File: config.mk
export PLATFORM = sky130hd
export DESIGN_NAME = fetch_frontend
export DESIGN_NICKNAME = d
export VERILOG_FILES = /design/src/rtl/mem_bus_pkg.sv /design/src/rtl/fetch_pkg.sv /design/src/rtl/fetch_buffer.sv /design/src/rtl/fetch_frontend.sv /design/src/rtl/fetch_stage.sv /design/src/rtl/icache.sv /design/src/rtl/icache_mem.sv
export SDC_FILE = /design/constraint.sdc
export NUM_CORES = 2
export LEC_CHECK = 0
export BUFFER_PORTS_ARGS = -buffer_cell sky130_fd_sc_hd__buf_4
export CAP_MARGIN = 15
export CELL_PAD_IN_SITES_DETAIL_PLACEMENT = 0
export CELL_PAD_IN_SITES_GLOBAL_PLACEMENT = 1
export CORE_UTILIZATION = 41
export DETAILED_ROUTE_END_ITERATION = 7
export PLACE_DENSITY_LB_ADDON = 0.1
export SYNTH_ARGS = -nofsm -noshare
export SYNTH_HDL_FRONTEND = slang
export SYNTH_HIERARCHICAL = 1
export SYNTH_SLANG_ARGS = --single-unit
File: constraint.sdc
create_clock -name clock -period 28.3 [get_ports clock]
set_input_delay 2.83 -clock clock [delete_from_list [all_inputs] [get_ports clock]]
set_output_delay 2.83 -clock clock [all_outputs]
set_load 0.01 [all_outputs]
File: src/rtl/mem_bus_pkg.sv
`default_nettype none

package mem_bus_pkg;

  ////////////////////////////////////////////////////////////////////////////
  // bus widths
  ////////////////////////////////////////////////////////////////////////////

  localparam int addr_w = 64;
  localparam int data_w = 64;

  // zero on response or tag means no transaction
  localparam int tag_w  = 4;

  ////////////////////////////////////////////////////////////////////////////
  // command encoding
  ////////////////////////////////////////////////////////////////////////////

  // store is never issued by the fetch side
  typedef enum logic [1:0] {
    bus_none  = 2'h0,
    bus_load  = 2'h1,
    bus_store = 2'h2
  } bus_cmd_e;

  // processor to memory
  typedef struct packed {
    bus_cmd_e            command;
    logic [addr_w-1:0]   addr;
  } mem_req_s;

  // memory to processor
  // response tags the request being accepted, tag marks returning data
  typedef struct packed {
    logic [tag_w-1:0]    response;
    logic [data_w-1:0]   data;
    logic [tag_w-1:0]    tag;
  } mem_rsp_s;

endpackage

`default_nettype wire

File: src/rtl/fetch_pkg.sv
`default_nettype none

package fetch_pkg;

  ////////////////////////////////////////////////////////////////////////////
  // fetch width and cache geometry
  ////////////////////////////////////////////////////////////////////////////

  localparam int num_super   = 2;
  localparam int inst_w      = 32;
  localparam int inst_bytes  = inst_w / 8;

  // one cache line holds one fetch block
  localparam int offset_w    = 3;
  localparam int block_bytes = 1 << offset_w;
  localparam int index_w     = 5;
  localparam int num_lines   = 1 << index_w;

  // tag covers address bits 15:8, 64 KiB space
  localparam int ctag_w      = 8;

  // fetch buffer
  localparam int fb_depth    = 8;
  localparam int fb_ptr_w    = 3;
  localparam int fb_cnt_w    = fb_ptr_w + 1;

  // highest count that still leaves room for a full packet
  localparam logic [fb_cnt_w-1:0] fb_max_fill = fb_cnt_w'(fb_depth - num_super);

  ////////////////////////////////////////////////////////////////////////////
  // block and packet types
  ////////////////////////////////////////////////////////////////////////////

  // cache keeps raw bus words, fetch reads them as slots
  // slot 0 sits in the low half
  typedef union packed {
    logic [mem_bus_pkg::data_w-1:0]     raw;
    logic [num_super-1:0][inst_w-1:0]   slot;
  } inst_block_u;

  typedef struct packed {
    logic [inst_w-1:0]                  inst;
    logic [mem_bus_pkg::addr_w-1:0]     pc;
  } fetch_entry_s;

  typedef struct packed {
    fetch_entry_s [num_super-1:0]       entry;
    logic [num_super-1:0]               valid;
  } fetch_packet_s;

  // line fill from the miss controller
  typedef struct packed {
    logic                               wr_en;
    logic [index_w-1:0]                 wr_idx;
    logic [ctag_w-1:0]                  wr_tag;
    inst_block_u                        data;
  } cache_fill_s;

endpackage

`default_nettype wire

File: src/rtl/fetch_buffer.sv
`timescale 1ns/10ps
`default_nettype none

module fetch_buffer (
  input  wire logic                      clock,
  input  wire logic                      arst_n,
  input  wire fetch_pkg::fetch_packet_s  packet,
  input  wire logic                      dispatch_en,
  input  wire logic                      rollback_en,
  output logic                           fetch_en,
  output fetch_pkg::fetch_entry_s        inst_out,
  output logic                           inst_out_valid
);

  fetch_pkg::fetch_entry_s                                  fifo_q [fetch_pkg::fb_depth];
  logic [fetch_pkg::fb_ptr_w-1:0]                           head_q;
  logic [fetch_pkg::fb_ptr_w-1:0]                           tail_q;
  logic [fetch_pkg::fb_cnt_w-1:0]                           count_q;

  logic [fetch_pkg::num_super-1:0]                          wr_slot;
  logic [fetch_pkg::num_super-1:0][fetch_pkg::fb_ptr_w-1:0] wr_ptr;
  logic [fetch_pkg::fb_ptr_w-1:0]                           next_tail;
  logic [fetch_pkg::fb_cnt_w-1:0]                           n_wr;
  logic                                                     pop;

  ////////////////////////////////////////////////////////////////////////////
  // write side
  ////////////////////////////////////////////////////////////////////////////

  // valid slots pack in slot order from the tail
  always_comb begin
    next_tail = tail_q;
    n_wr      = '0;
    for (int i = 0; i < fetch_pkg::num_super; i++) begin
      // writes on a rollback edge are dropped
      wr_slot[i] = packet.valid[i] && !rollback_en;
      wr_ptr[i]  = next_tail;
      if (wr_slot[i]) begin
        next_tail = next_tail + 1'b1;
        n_wr      = n_wr + 1'b1;
      end
    end
  end

  always_ff @(posedge clock) begin
    for (int i = 0; i < fetch_pkg::num_super; i++) begin
      if (wr_slot[i]) begin
        fifo_q[wr_ptr[i]] <= packet.entry[i];
      end
    end
  end

  ////////////////////////////////////////////////////////////////////////////
  // pointers and count
  ////////////////////////////////////////////////////////////////////////////

  assign pop = dispatch_en && inst_out_valid;

  always_ff @(posedge clock or negedge arst_n) begin
    if (!arst_n) begin
      head_q  <= '0;
      tail_q  <= '0;
      count_q <= '0;
    end else if (rollback_en) begin
      // flush
      head_q  <= '0;
      tail_q  <= '0;
      count_q <= '0;
    end else begin
      if (pop) begin
        head_q <= head_q + 1'b1;
      end
      tail_q  <= next_tail;
      count_q <= count_q + n_wr - {{fetch_pkg::fb_ptr_w{1'b0}}, pop};
    end
  end

  // head entry straight from the ring
  assign inst_out       = fifo_q[head_q];
  assign inst_out_valid = (count_q != '0);

  // fetch only with room for a whole packet
  assign fetch_en = (count_q <= fetch_pkg::fb_max_fill);

endmodule

`default_nettype wire

File: src/rtl/fetch_frontend.sv
`timescale 1ns/10ps
`default_nettype none

module fetch_frontend (
  input  wire logic                              clock,
  input  wire logic                              arst_n,
  input  wire mem_bus_pkg::mem_rsp_s             mem2proc,
  output mem_bus_pkg::mem_req_s                  proc2mem,
  input  wire logic                              dispatch_en,
  input  wire logic                              rollback_en,
  input  wire logic [mem_bus_pkg::addr_w-1:0]    redirect_pc,
  output fetch_pkg::fetch_entry_s                inst_out,
  output logic                                   inst_out_valid
);

  logic [mem_bus_pkg::addr_w-1:0]   fetch_addr;
  fetch_pkg::inst_block_u           block;
  logic                             block_valid;
  fetch_pkg::fetch_packet_s         packet;
  logic                             fetch_en;

  // cache and miss controller, owns the memory bus
  icache icache_0 (
    .clock       (clock),
    .arst_n      (arst_n),
    .mem2proc    (mem2proc),
    .proc2mem    (proc2mem),
    .fetch_addr  (fetch_addr),
    .block       (block),
    .block_valid (block_valid)
  );

  fetch_stage fetch_stage_0 (
    .clock       (clock),
    .arst_n      (arst_n),
    .block       (block),
    .block_valid (block_valid),
    .fetch_en    (fetch_en),
    .rollback_en (rollback_en),
    .redirect_pc (redirect_pc),
    .fetch_addr  (fetch_addr),
    .packet      (packet)
  );

  // queue toward dispatch
  fetch_buffer fetch_buffer_0 (
    .clock          (clock),
    .arst_n         (arst_n),
    .packet         (packet),
    .dispatch_en    (dispatch_en),
    .rollback_en    (rollback_en),
    .fetch_en       (fetch_en),
    .inst_out       (inst_out),
    .inst_out_valid (inst_out_valid)
  );

endmodule

`default_nettype wire

File: src/rtl/fetch_stage.sv
`timescale 1ns/10ps
`default_nettype none

module fetch_stage (
  input  wire logic                              clock,
  input  wire logic                              arst_n,
  input  wire fetch_pkg::inst_block_u            block,
  input  wire logic                              block_valid,
  input  wire logic                              fetch_en,
  input  wire logic                              rollback_en,
  input  wire logic [mem_bus_pkg::addr_w-1:0]    redirect_pc,
  output logic [mem_bus_pkg::addr_w-1:0]         fetch_addr,
  output fetch_pkg::fetch_packet_s               packet
);

  logic [mem_bus_pkg::addr_w-1:0]           pc_q;
  logic [mem_bus_pkg::addr_w-1:0]           block_base;
  logic [fetch_pkg::offset_w-3:0]           start_slot;
  logic                                     fire;

  // a block is taken only with room in the buffer and no redirect
  assign fire = block_valid && fetch_en && !rollback_en;

  assign block_base = {
    pc_q[mem_bus_pkg::addr_w-1:fetch_pkg::offset_w],
    {fetch_pkg::offset_w{1'b0}}
  };

  // first slot the pc points into
  assign start_slot = pc_q[fetch_pkg::offset_w-1:2];

  assign fetch_addr = pc_q;

  ////////////////////////////////////////////////////////////////////////////
  // slot split
  ////////////////////////////////////////////////////////////////////////////

  always_comb begin
    for (int i = 0; i < fetch_pkg::num_super; i++) begin
      packet.entry[i].inst = block.slot[i];
      packet.entry[i].pc   = block_base + (i * fetch_pkg::inst_bytes);
      // slots below a mid-block redirect target are dropped
      packet.valid[i]      = fire && (i >= start_slot);
    end
  end

  ////////////////////////////////////////////////////////////////////////////
  // pc register
  ////////////////////////////////////////////////////////////////////////////

  // stalls hold the pc, rollback wins over a fetched block
  always_ff @(posedge clock or negedge arst_n) begin
    if (!arst_n) begin
      pc_q <= '0;
    end else if (rollback_en) begin
      pc_q <= redirect_pc;
    end else if (fire) begin
      pc_q <= block_base + fetch_pkg::block_bytes;
    end
  end

endmodule

`default_nettype wire

File: src/rtl/icache.sv
`timescale 1ns/10ps
`default_nettype none

module icache (
  input  wire logic                              clock,
  input  wire logic                              arst_n,
  input  wire mem_bus_pkg::mem_rsp_s             mem2proc,
  output mem_bus_pkg::mem_req_s                  proc2mem,
  input  wire logic [mem_bus_pkg::addr_w-1:0]    fetch_addr,
  output fetch_pkg::inst_block_u                 block,
  output logic                                   block_valid
);

  logic [fetch_pkg::index_w-1:0]    rd_idx;
  logic [fetch_pkg::ctag_w-1:0]     rd_tag;
  logic                             rd_valid;
  fetch_pkg::inst_block_u           rd_data;
  fetch_pkg::cache_fill_s           fill;

  logic                             req_valid_q;
  logic                             pending_q;
  logic [mem_bus_pkg::tag_w-1:0]    pend_tag_q;
  logic [fetch_pkg::index_w-1:0]    miss_idx_q;
  logic [fetch_pkg::ctag_w-1:0]     miss_tag_q;

  logic                             start_miss;
  logic                             accepted;
  logic                             returned;

  // address split, bits above the tag are ignored
  assign rd_idx = fetch_addr[fetch_pkg::offset_w +: fetch_pkg::index_w];
  assign rd_tag = fetch_addr[fetch_pkg::offset_w + fetch_pkg::index_w +: fetch_pkg::ctag_w];

  icache_mem cache_mem_0 (
    .clock    (clock),
    .arst_n   (arst_n),
    .fill     (fill),
    .rd_idx   (rd_idx),
    .rd_tag   (rd_tag),
    .rd_data  (rd_data),
    .rd_valid (rd_valid)
  );

  assign block       = rd_data;
  assign block_valid = rd_valid;

  ////////////////////////////////////////////////////////////////////////////
  // miss request and tag tracking
  ////////////////////////////////////////////////////////////////////////////

  // only one miss in flight
  assign start_miss = !rd_valid && !req_valid_q && !pending_q;
  assign accepted   = req_valid_q && (mem2proc.response != '0);
  assign returned   = pending_q && (mem2proc.tag == pend_tag_q);

  always_ff @(posedge clock or negedge arst_n) begin
    if (!arst_n) begin
      req_valid_q <= 1'b0;
      pending_q   <= 1'b0;
      pend_tag_q  <= '0;
    end else begin
      if (start_miss) begin
        req_valid_q <= 1'b1;
      end else if (accepted) begin
        req_valid_q <= 1'b0;
      end
      // response value becomes the tag to wait for
      if (accepted) begin
        pending_q  <= 1'b1;
        pend_tag_q <= mem2proc.response;
      end else if (returned) begin
        pending_q  <= 1'b0;
      end
    end
  end

  // line of the missing block, kept until its fill
  always_ff @(posedge clock) begin
    if (start_miss) begin
      miss_idx_q <= rd_idx;
      miss_tag_q <= rd_tag;
    end
  end

  // load is rebuilt from the saved line, block aligned
  always_comb begin
    proc2mem.command = mem_bus_pkg::bus_none;
    proc2mem.addr    = '0;
    if (req_valid_q) begin
      proc2mem.command = mem_bus_pkg::bus_load;
      proc2mem.addr    = {
        {(mem_bus_pkg::addr_w - fetch_pkg::ctag_w - fetch_pkg::index_w
          - fetch_pkg::offset_w){1'b0}},
        miss_tag_q,
        miss_idx_q,
        {fetch_pkg::offset_w{1'b0}}
      };
    end
  end

  // fill goes to the line of the request, not the current address
  assign fill.wr_en    = returned;
  assign fill.wr_idx   = miss_idx_q;
  assign fill.wr_tag   = miss_tag_q;
  assign fill.data.raw = mem2proc.data;

endmodule

`default_nettype wire

File: src/rtl/icache_mem.sv
`timescale 1ns/10ps
`default_nettype none

module icache_mem (
  input  wire logic                          clock,
  input  wire logic                          arst_n,
  input  wire fetch_pkg::cache_fill_s        fill,
  input  wire logic [fetch_pkg::index_w-1:0] rd_idx,
  input  wire logic [fetch_pkg::ctag_w-1:0]  rd_tag,
  output fetch_pkg::inst_block_u             rd_data,
  output logic                               rd_valid
);

  logic [fetch_pkg::num_lines-1:0]  valid_q;
  logic [fetch_pkg::ctag_w-1:0]     tag_q  [fetch_pkg::num_lines];
  fetch_pkg::inst_block_u           data_q [fetch_pkg::num_lines];

  // all lines start out empty
  always_ff @(posedge clock or negedge arst_n) begin
    if (!arst_n) begin
      valid_q <= '0;
    end else if (fill.wr_en) begin
      valid_q[fill.wr_idx] <= 1'b1;
    end
  end

  // tag and data arrays
  always_ff @(posedge clock) begin
    if (fill.wr_en) begin
      tag_q[fill.wr_idx]  <= fill.wr_tag;
      data_q[fill.wr_idx] <= fill.data;
    end
  end

  // combinational lookup
  assign rd_data  = data_q[rd_idx];
  assign rd_valid = valid_q[rd_idx] && (tag_q[rd_idx] == rd_tag);

endmodule

`default_nettype wire

* Word level (Yosys, flattened, before mapping) *
Memories as Yosys holds them, arrays and structs flattened.
Index checks and enable logic that the tools add are counted.

operators by class
  add/sub/neg operators = 8
  order comparisons = 5
  equal/unequal tests = 2
  muxes and demuxes = 25
  bitwise operators = 1
  reduce and logical (&&, ||, !) cells = 22

operators by type and width
  kind                                                             count
  2-to-1 mux 64 bit                                                2
  2-to-1 mux 65 bit                                                1
  adder 64 x 3 -> 64 bit (second input constant)                   1
  adder 64 x 4 -> 64 bit (second input constant)                   1
  OR 32 bit                                                        1
  2-to-1 mux 3 bit                                                 5
  2-to-1 mux 1 bit                                                 13
  logical AND 1 bit                                                12
  less-than comparator 5 x 6 -> 1 bit (second input constant)      2
  adder 3 x 1 -> 3 bit (second input constant)                     3
  equality test 8 bit                                              1
  2-to-1 mux 4 bit                                                 2
  nonzero test 2 bit                                               4
  nonzero test 4 bit                                               2
  binary-select mux 1 bit (select 5 bit)                           1
  demux 1 bit (select 5 bit)                                       1
  >= comparator 5 x 1 -> 1 bit (second input constant)             1
  adder 4 bit                                                      1
  equality test 4 bit                                              1
  less-or-equal comparator 4 x 3 -> 1 bit (second input constant)  1
  zero test 1 bit                                                  4
  subtractor 4 x 1 -> 4 bit                                        1
  adder 1 x 1 -> 2 bit (second input constant)                     1
  >= comparator 1 bit (first input constant)                       1

word-level totals
  bits in registers = 125
  memory bits (writable) = 3072
  bits of input ports = 140
  output and inout bits = 163
  word-level logic and storage cells = 76
  memories = 3

memory list
  memory                       words  bits a word  read ports  clocked after memory_dff  write ports  RTL line            text
  icache_0.cache_mem_0.data_q  32     64           1           0                         1            icache_mem.sv:16    fetch_pkg::inst_block_u data_q [fetch_pkg::num_lines];
  fetch_buffer_0.fifo_q        8      96           1           0                         2            fetch_buffer.sv:15  fetch_pkg::fetch_entry_s fifo_q [fetch_pkg::fb_depth];
  icache_0.cache_mem_0.tag_q   32     8            1           0                         1            icache_mem.sv:15    logic [fetch_pkg::ctag_w-1:0] tag_q [fetch_pkg::num_lines];

* Logic depth before layout (Yosys ltp) *
  word-level depth = 13
  depth in mapped cells = 23
  gate-level depth less buffers = 18

* By module *
The synthesis kept the hierarchy.

modules (own cells, without submodules)
  module        instances  cells each  area each (µm²)  sequential area each (µm²)
  icache_mem    1          3472        88686.3          69987.1
  fetch_buffer  1          2071        38902.3          23312.4
  fetch_stage   1          667         5437.7           1601.5
  icache        1          104         1169.9           540.5

* Worst setup path after synthesis *
No wires, ideal clock.

  path type = input -> register
  start = in rollback_en
  end = mem fetch_buffer_0/fifo_q[0][0] in the netlist's numbering, enable pin
  setup time = 0.692 ns
  arrival time = 11.523 ns
  required time = 27.608 ns
  setup slack = 16.085 ns
  stages on the path = 9
  path through = clkbuf_1 clkbuf_1 clkbuf_1 clkbuf_1 nor3_1 buf_6 nor2b_1 nand2b_1 o31ai_1

RTL lines
  item                RTL line              text
  start: declaration  fetch_frontend.sv:10  input wire logic rollback_en,
  end: declaration    fetch_buffer.sv:15

==> metrics.md <==
| Metric | Value |
|---|---|
| Cell row count | 209 |
| Drc violations | 0 |
| Status | finished, final reports clean |
| Max cap viols | 0 |
| Die H | 574 um |
| Core box area | 325000 um2 |
| Finished Cell Area | 151000 um2 |
| Hold worst-path end | icache_0/cache_mem_0/valid_q[14] |
| Htree depth | 5 |
| Via/cell ratio | 5.71 |
| All-Layer GR Usage | 0.229 |
| Remaining Overflow, GRT | 0 |
| CTS Buffer Depth | 4 |
| Slew margin rel. | 0.218 |
| Post-Synthesis Cell Area | 134000 um2 |
| Max FO, Critical Path | 119 |
| Slew @ Worst Pin | 1170 ps |
| Final setup TNS | 0 ps |
| DP Wirelength | 197000 um |
| Fill cells | 27100 |
| PwrDens | 74.6 nW/um2 |
| Setup bufs post-CTS | 0 |
| Reg clk slew, reported paths | 60 ps |
| Port bufs | 248 |
| Min-delay src | icache_0/cache_mem_0/valid_q[14] |
| Area Overhead vs Synth | 12.4% |
| Final WL | 379000 um |
| Die width | 574 um |
| Layout cell share with drive strength beyond 1 | 0.406 |
| CTS Hold Bufs | 0 |
| Detailed router's first-iteration violation count | 6157 |
| Clock Skew | 46.7 ps |
| Cell family with most CP delay | buffers and inverters |
| FF-to-FF Start | fetch_stage_0/fetch_addr[4] |
| Critical Path Max Stage Delay | 1040 ps |
| Fin crit share | 0.360 |
| Leakage | 47.4 nW |
| Worst Hold Depth | 1 |
| Worst R2R Path Depth | 17 |
| RSZ-0062 raised after global routing | no |
| Sink Count | 3195 |
| Placed inst area | 140000 um2 |
| Yosys Warn Count | 6 |
| Final Hold Viols | 0 |
| DIE AREA | 329000 um2 |
| Post-placement worst setup slack | 17970 ps |
| Non-Filler Instances | 11100 |
| Post-layout nets | 6675 |
| Hold WC Path Type | reg -> reg |
| Initial antenna violation count | 49 |
| CP required | 28830 ps |
| Cell mode on critical path | buf_4 |
| Crit path time final | 10180 ps |
| Max VDD drop | 0.0742 mV |
| Crit end category | flip-flop |
| Num CTS Buffers | 353 |
| RD Place Congestion | 0.754 |
| CP Data Arrival Time | 10710 ps |
| R2r endpoint | fetch_buffer_0/fifo_q[7][41] |
| Crit path buffers/inverters | 5 |
| Initial Util | 0.413 |
| Post-CTS sizing | 0 |
| First-pass GRT wire length | 527000 um |
| Startpoint types | flip-flop |
| R2R Setup Slk | 18120 ps |
| Cells after Synth | 6306 |
| Crit-path cells | buf_12 -> buf_4 -> buf_4 -> mux4_2 -> mux4_2 -> mux2i_1 -> xor2_1 -> nand2_1 -> a2111oi_4 -> nand2_1 -> nor2_1 -> nand2b_1 -> a21oi_1 -> nand2_8 -> o21ai_4 -> buf_4 -> buf_4 |
| Number of global-route vias before repair | 66000 |
| Final setup vio count | 0 |
| Syn_area_per_cell | 21.3 um2 |
| Post-DR wirelength/cell | 34.0 um |
| Largest net degree at the start of global routing | 133 |
| Worst-Skew Late Latency | 920 ps |
| Post-Place Cells | 10500 |
| ANT nets after route | 0 |
| TritonRoute pass-1 iters | 5 |
| Design Power | 11.2 mW |
| Vias post-DR | 63700 |
| Crit Path Class | reg -> reg |
| CTS tree | done |
| Critical-path top delay cell | a2111oi_4 |
| Final worst slack | 18120 ps |
| Root Buffer | clkbuf_16 |
| Max Fclk | 0.0983 GHz |
| I/O pins | 303 |
| Slew Viols, Final | 0 |
==> per-layer routing <==
metal	vias to the layer above	GRT usage	share of wire
li1	26600	-	-
met1	34800	0.306	0.42
met2	1847	0.385	0.50
met3	479	0.0476	0.065
met4	28	0.0510	0.021
met5	-	0	0.00047
==> how the worst max path moves through the flow <==
stage                     slack [ps]  cells past startpoint                   startpoint                           end
after floorplan                16090                      9                  rollback_en   fetch_buffer_0/fifo_q[0][0]
after global placement         17970                     17  fetch_stage_0/fetch_addr[4]  fetch_buffer_0/fifo_q[7][45]
after detailed placement       17970                     17  fetch_stage_0/fetch_addr[4]  fetch_buffer_0/fifo_q[7][50]
after CTS                      17990                     17  fetch_stage_0/fetch_addr[4]  fetch_buffer_0/fifo_q[7][38]
after global routing           17670                     17  fetch_stage_0/fetch_addr[4]  fetch_buffer_0/fifo_q[7][38]
final                          18120                     17  fetch_stage_0/fetch_addr[4]  fetch_buffer_0/fifo_q[7][41]
==> registers in the layout (all words and copies together) (netlist names), 4 cells and up <==
register                      cells
icache_0/cache_mem_0/data_q    2048
icache_0/pend_tag_q               4
icache_0/miss_tag_q               8
fetch_stage_0/fetch_addr         62
fetch_buffer_0/fifo_q           768
icache_0/cache_mem_0/valid_q     32
icache_0/miss_idx_q               5
icache_0/cache_mem_0/tag_q      256
fetch_buffer_0/count_q            4
==> cells in the final DEF (no fill, tap or decap), types with 48 or more instances in the layout <==
cell          n
o21ai_0      48
nand2_1      96
dfrtp_1     102
mux4_2      900
clkinv_1     95
clkinv_2     54
clkbuf_1     73
edfxtp_1   3085
mux2_1       48
conb_1       58
buf_4       379
mux2_2      886
clkbuf_16   359
==> through the flow <==
step                      utilization  hold WS (ps)
after floorplan                     -           434
after global placement          0.430           447
after CTS                       0.464           462
after global routing            0.464           480
final                           0.464           461
after detailed placement        0.430           448
==> cell type report <==
| cell class | count | area [um2] | area share |
|---|---|---|---|
| Antenna cell | 19 | 47.5 | 0.000315 |
| Multi-Input combinational cell | 2557 | 35600 | 0.236 |
| Inverter | 19 | 71.3 | 0.000473 |
| Clock inverter | 197 | 1660 | 0.0110 |
| Sequential cell | 3195 | 95400 | 0.633 |
| Tap cell | 4325 | 5410 | 0.0359 |
| Timing Repair Buffer | 397 | 3200 | 0.0212 |
| Clock buffer | 439 | 9350 | 0.0620 |
==> power breakdown <==
part           leakage, nW  internal (mW)  switching, mW
logic                 12.9          0.669          0.744
clock network         5.38           2.54           1.88
registers             29.1           5.30          0.105
total                 47.4           8.52           2.73
==> worst register-to-register path, stage by stage (launching register included) <==
cell       delay [ps]
dfrtp_4           800
buf_12            630
buf_4            1060
buf_4             770
mux4_2            470
mux4_2            500
mux2i_1           350
xor2_1            190
nand2_1           110
a2111oi_4        1040
nand2_1           430
nor2_1            460
nand2b_1          200
a21oi_1           520
nand2_8           620
o21ai_4           220
buf_4             600
buf_4             790
Note: power is estimated with default switching activity, not from simulation.
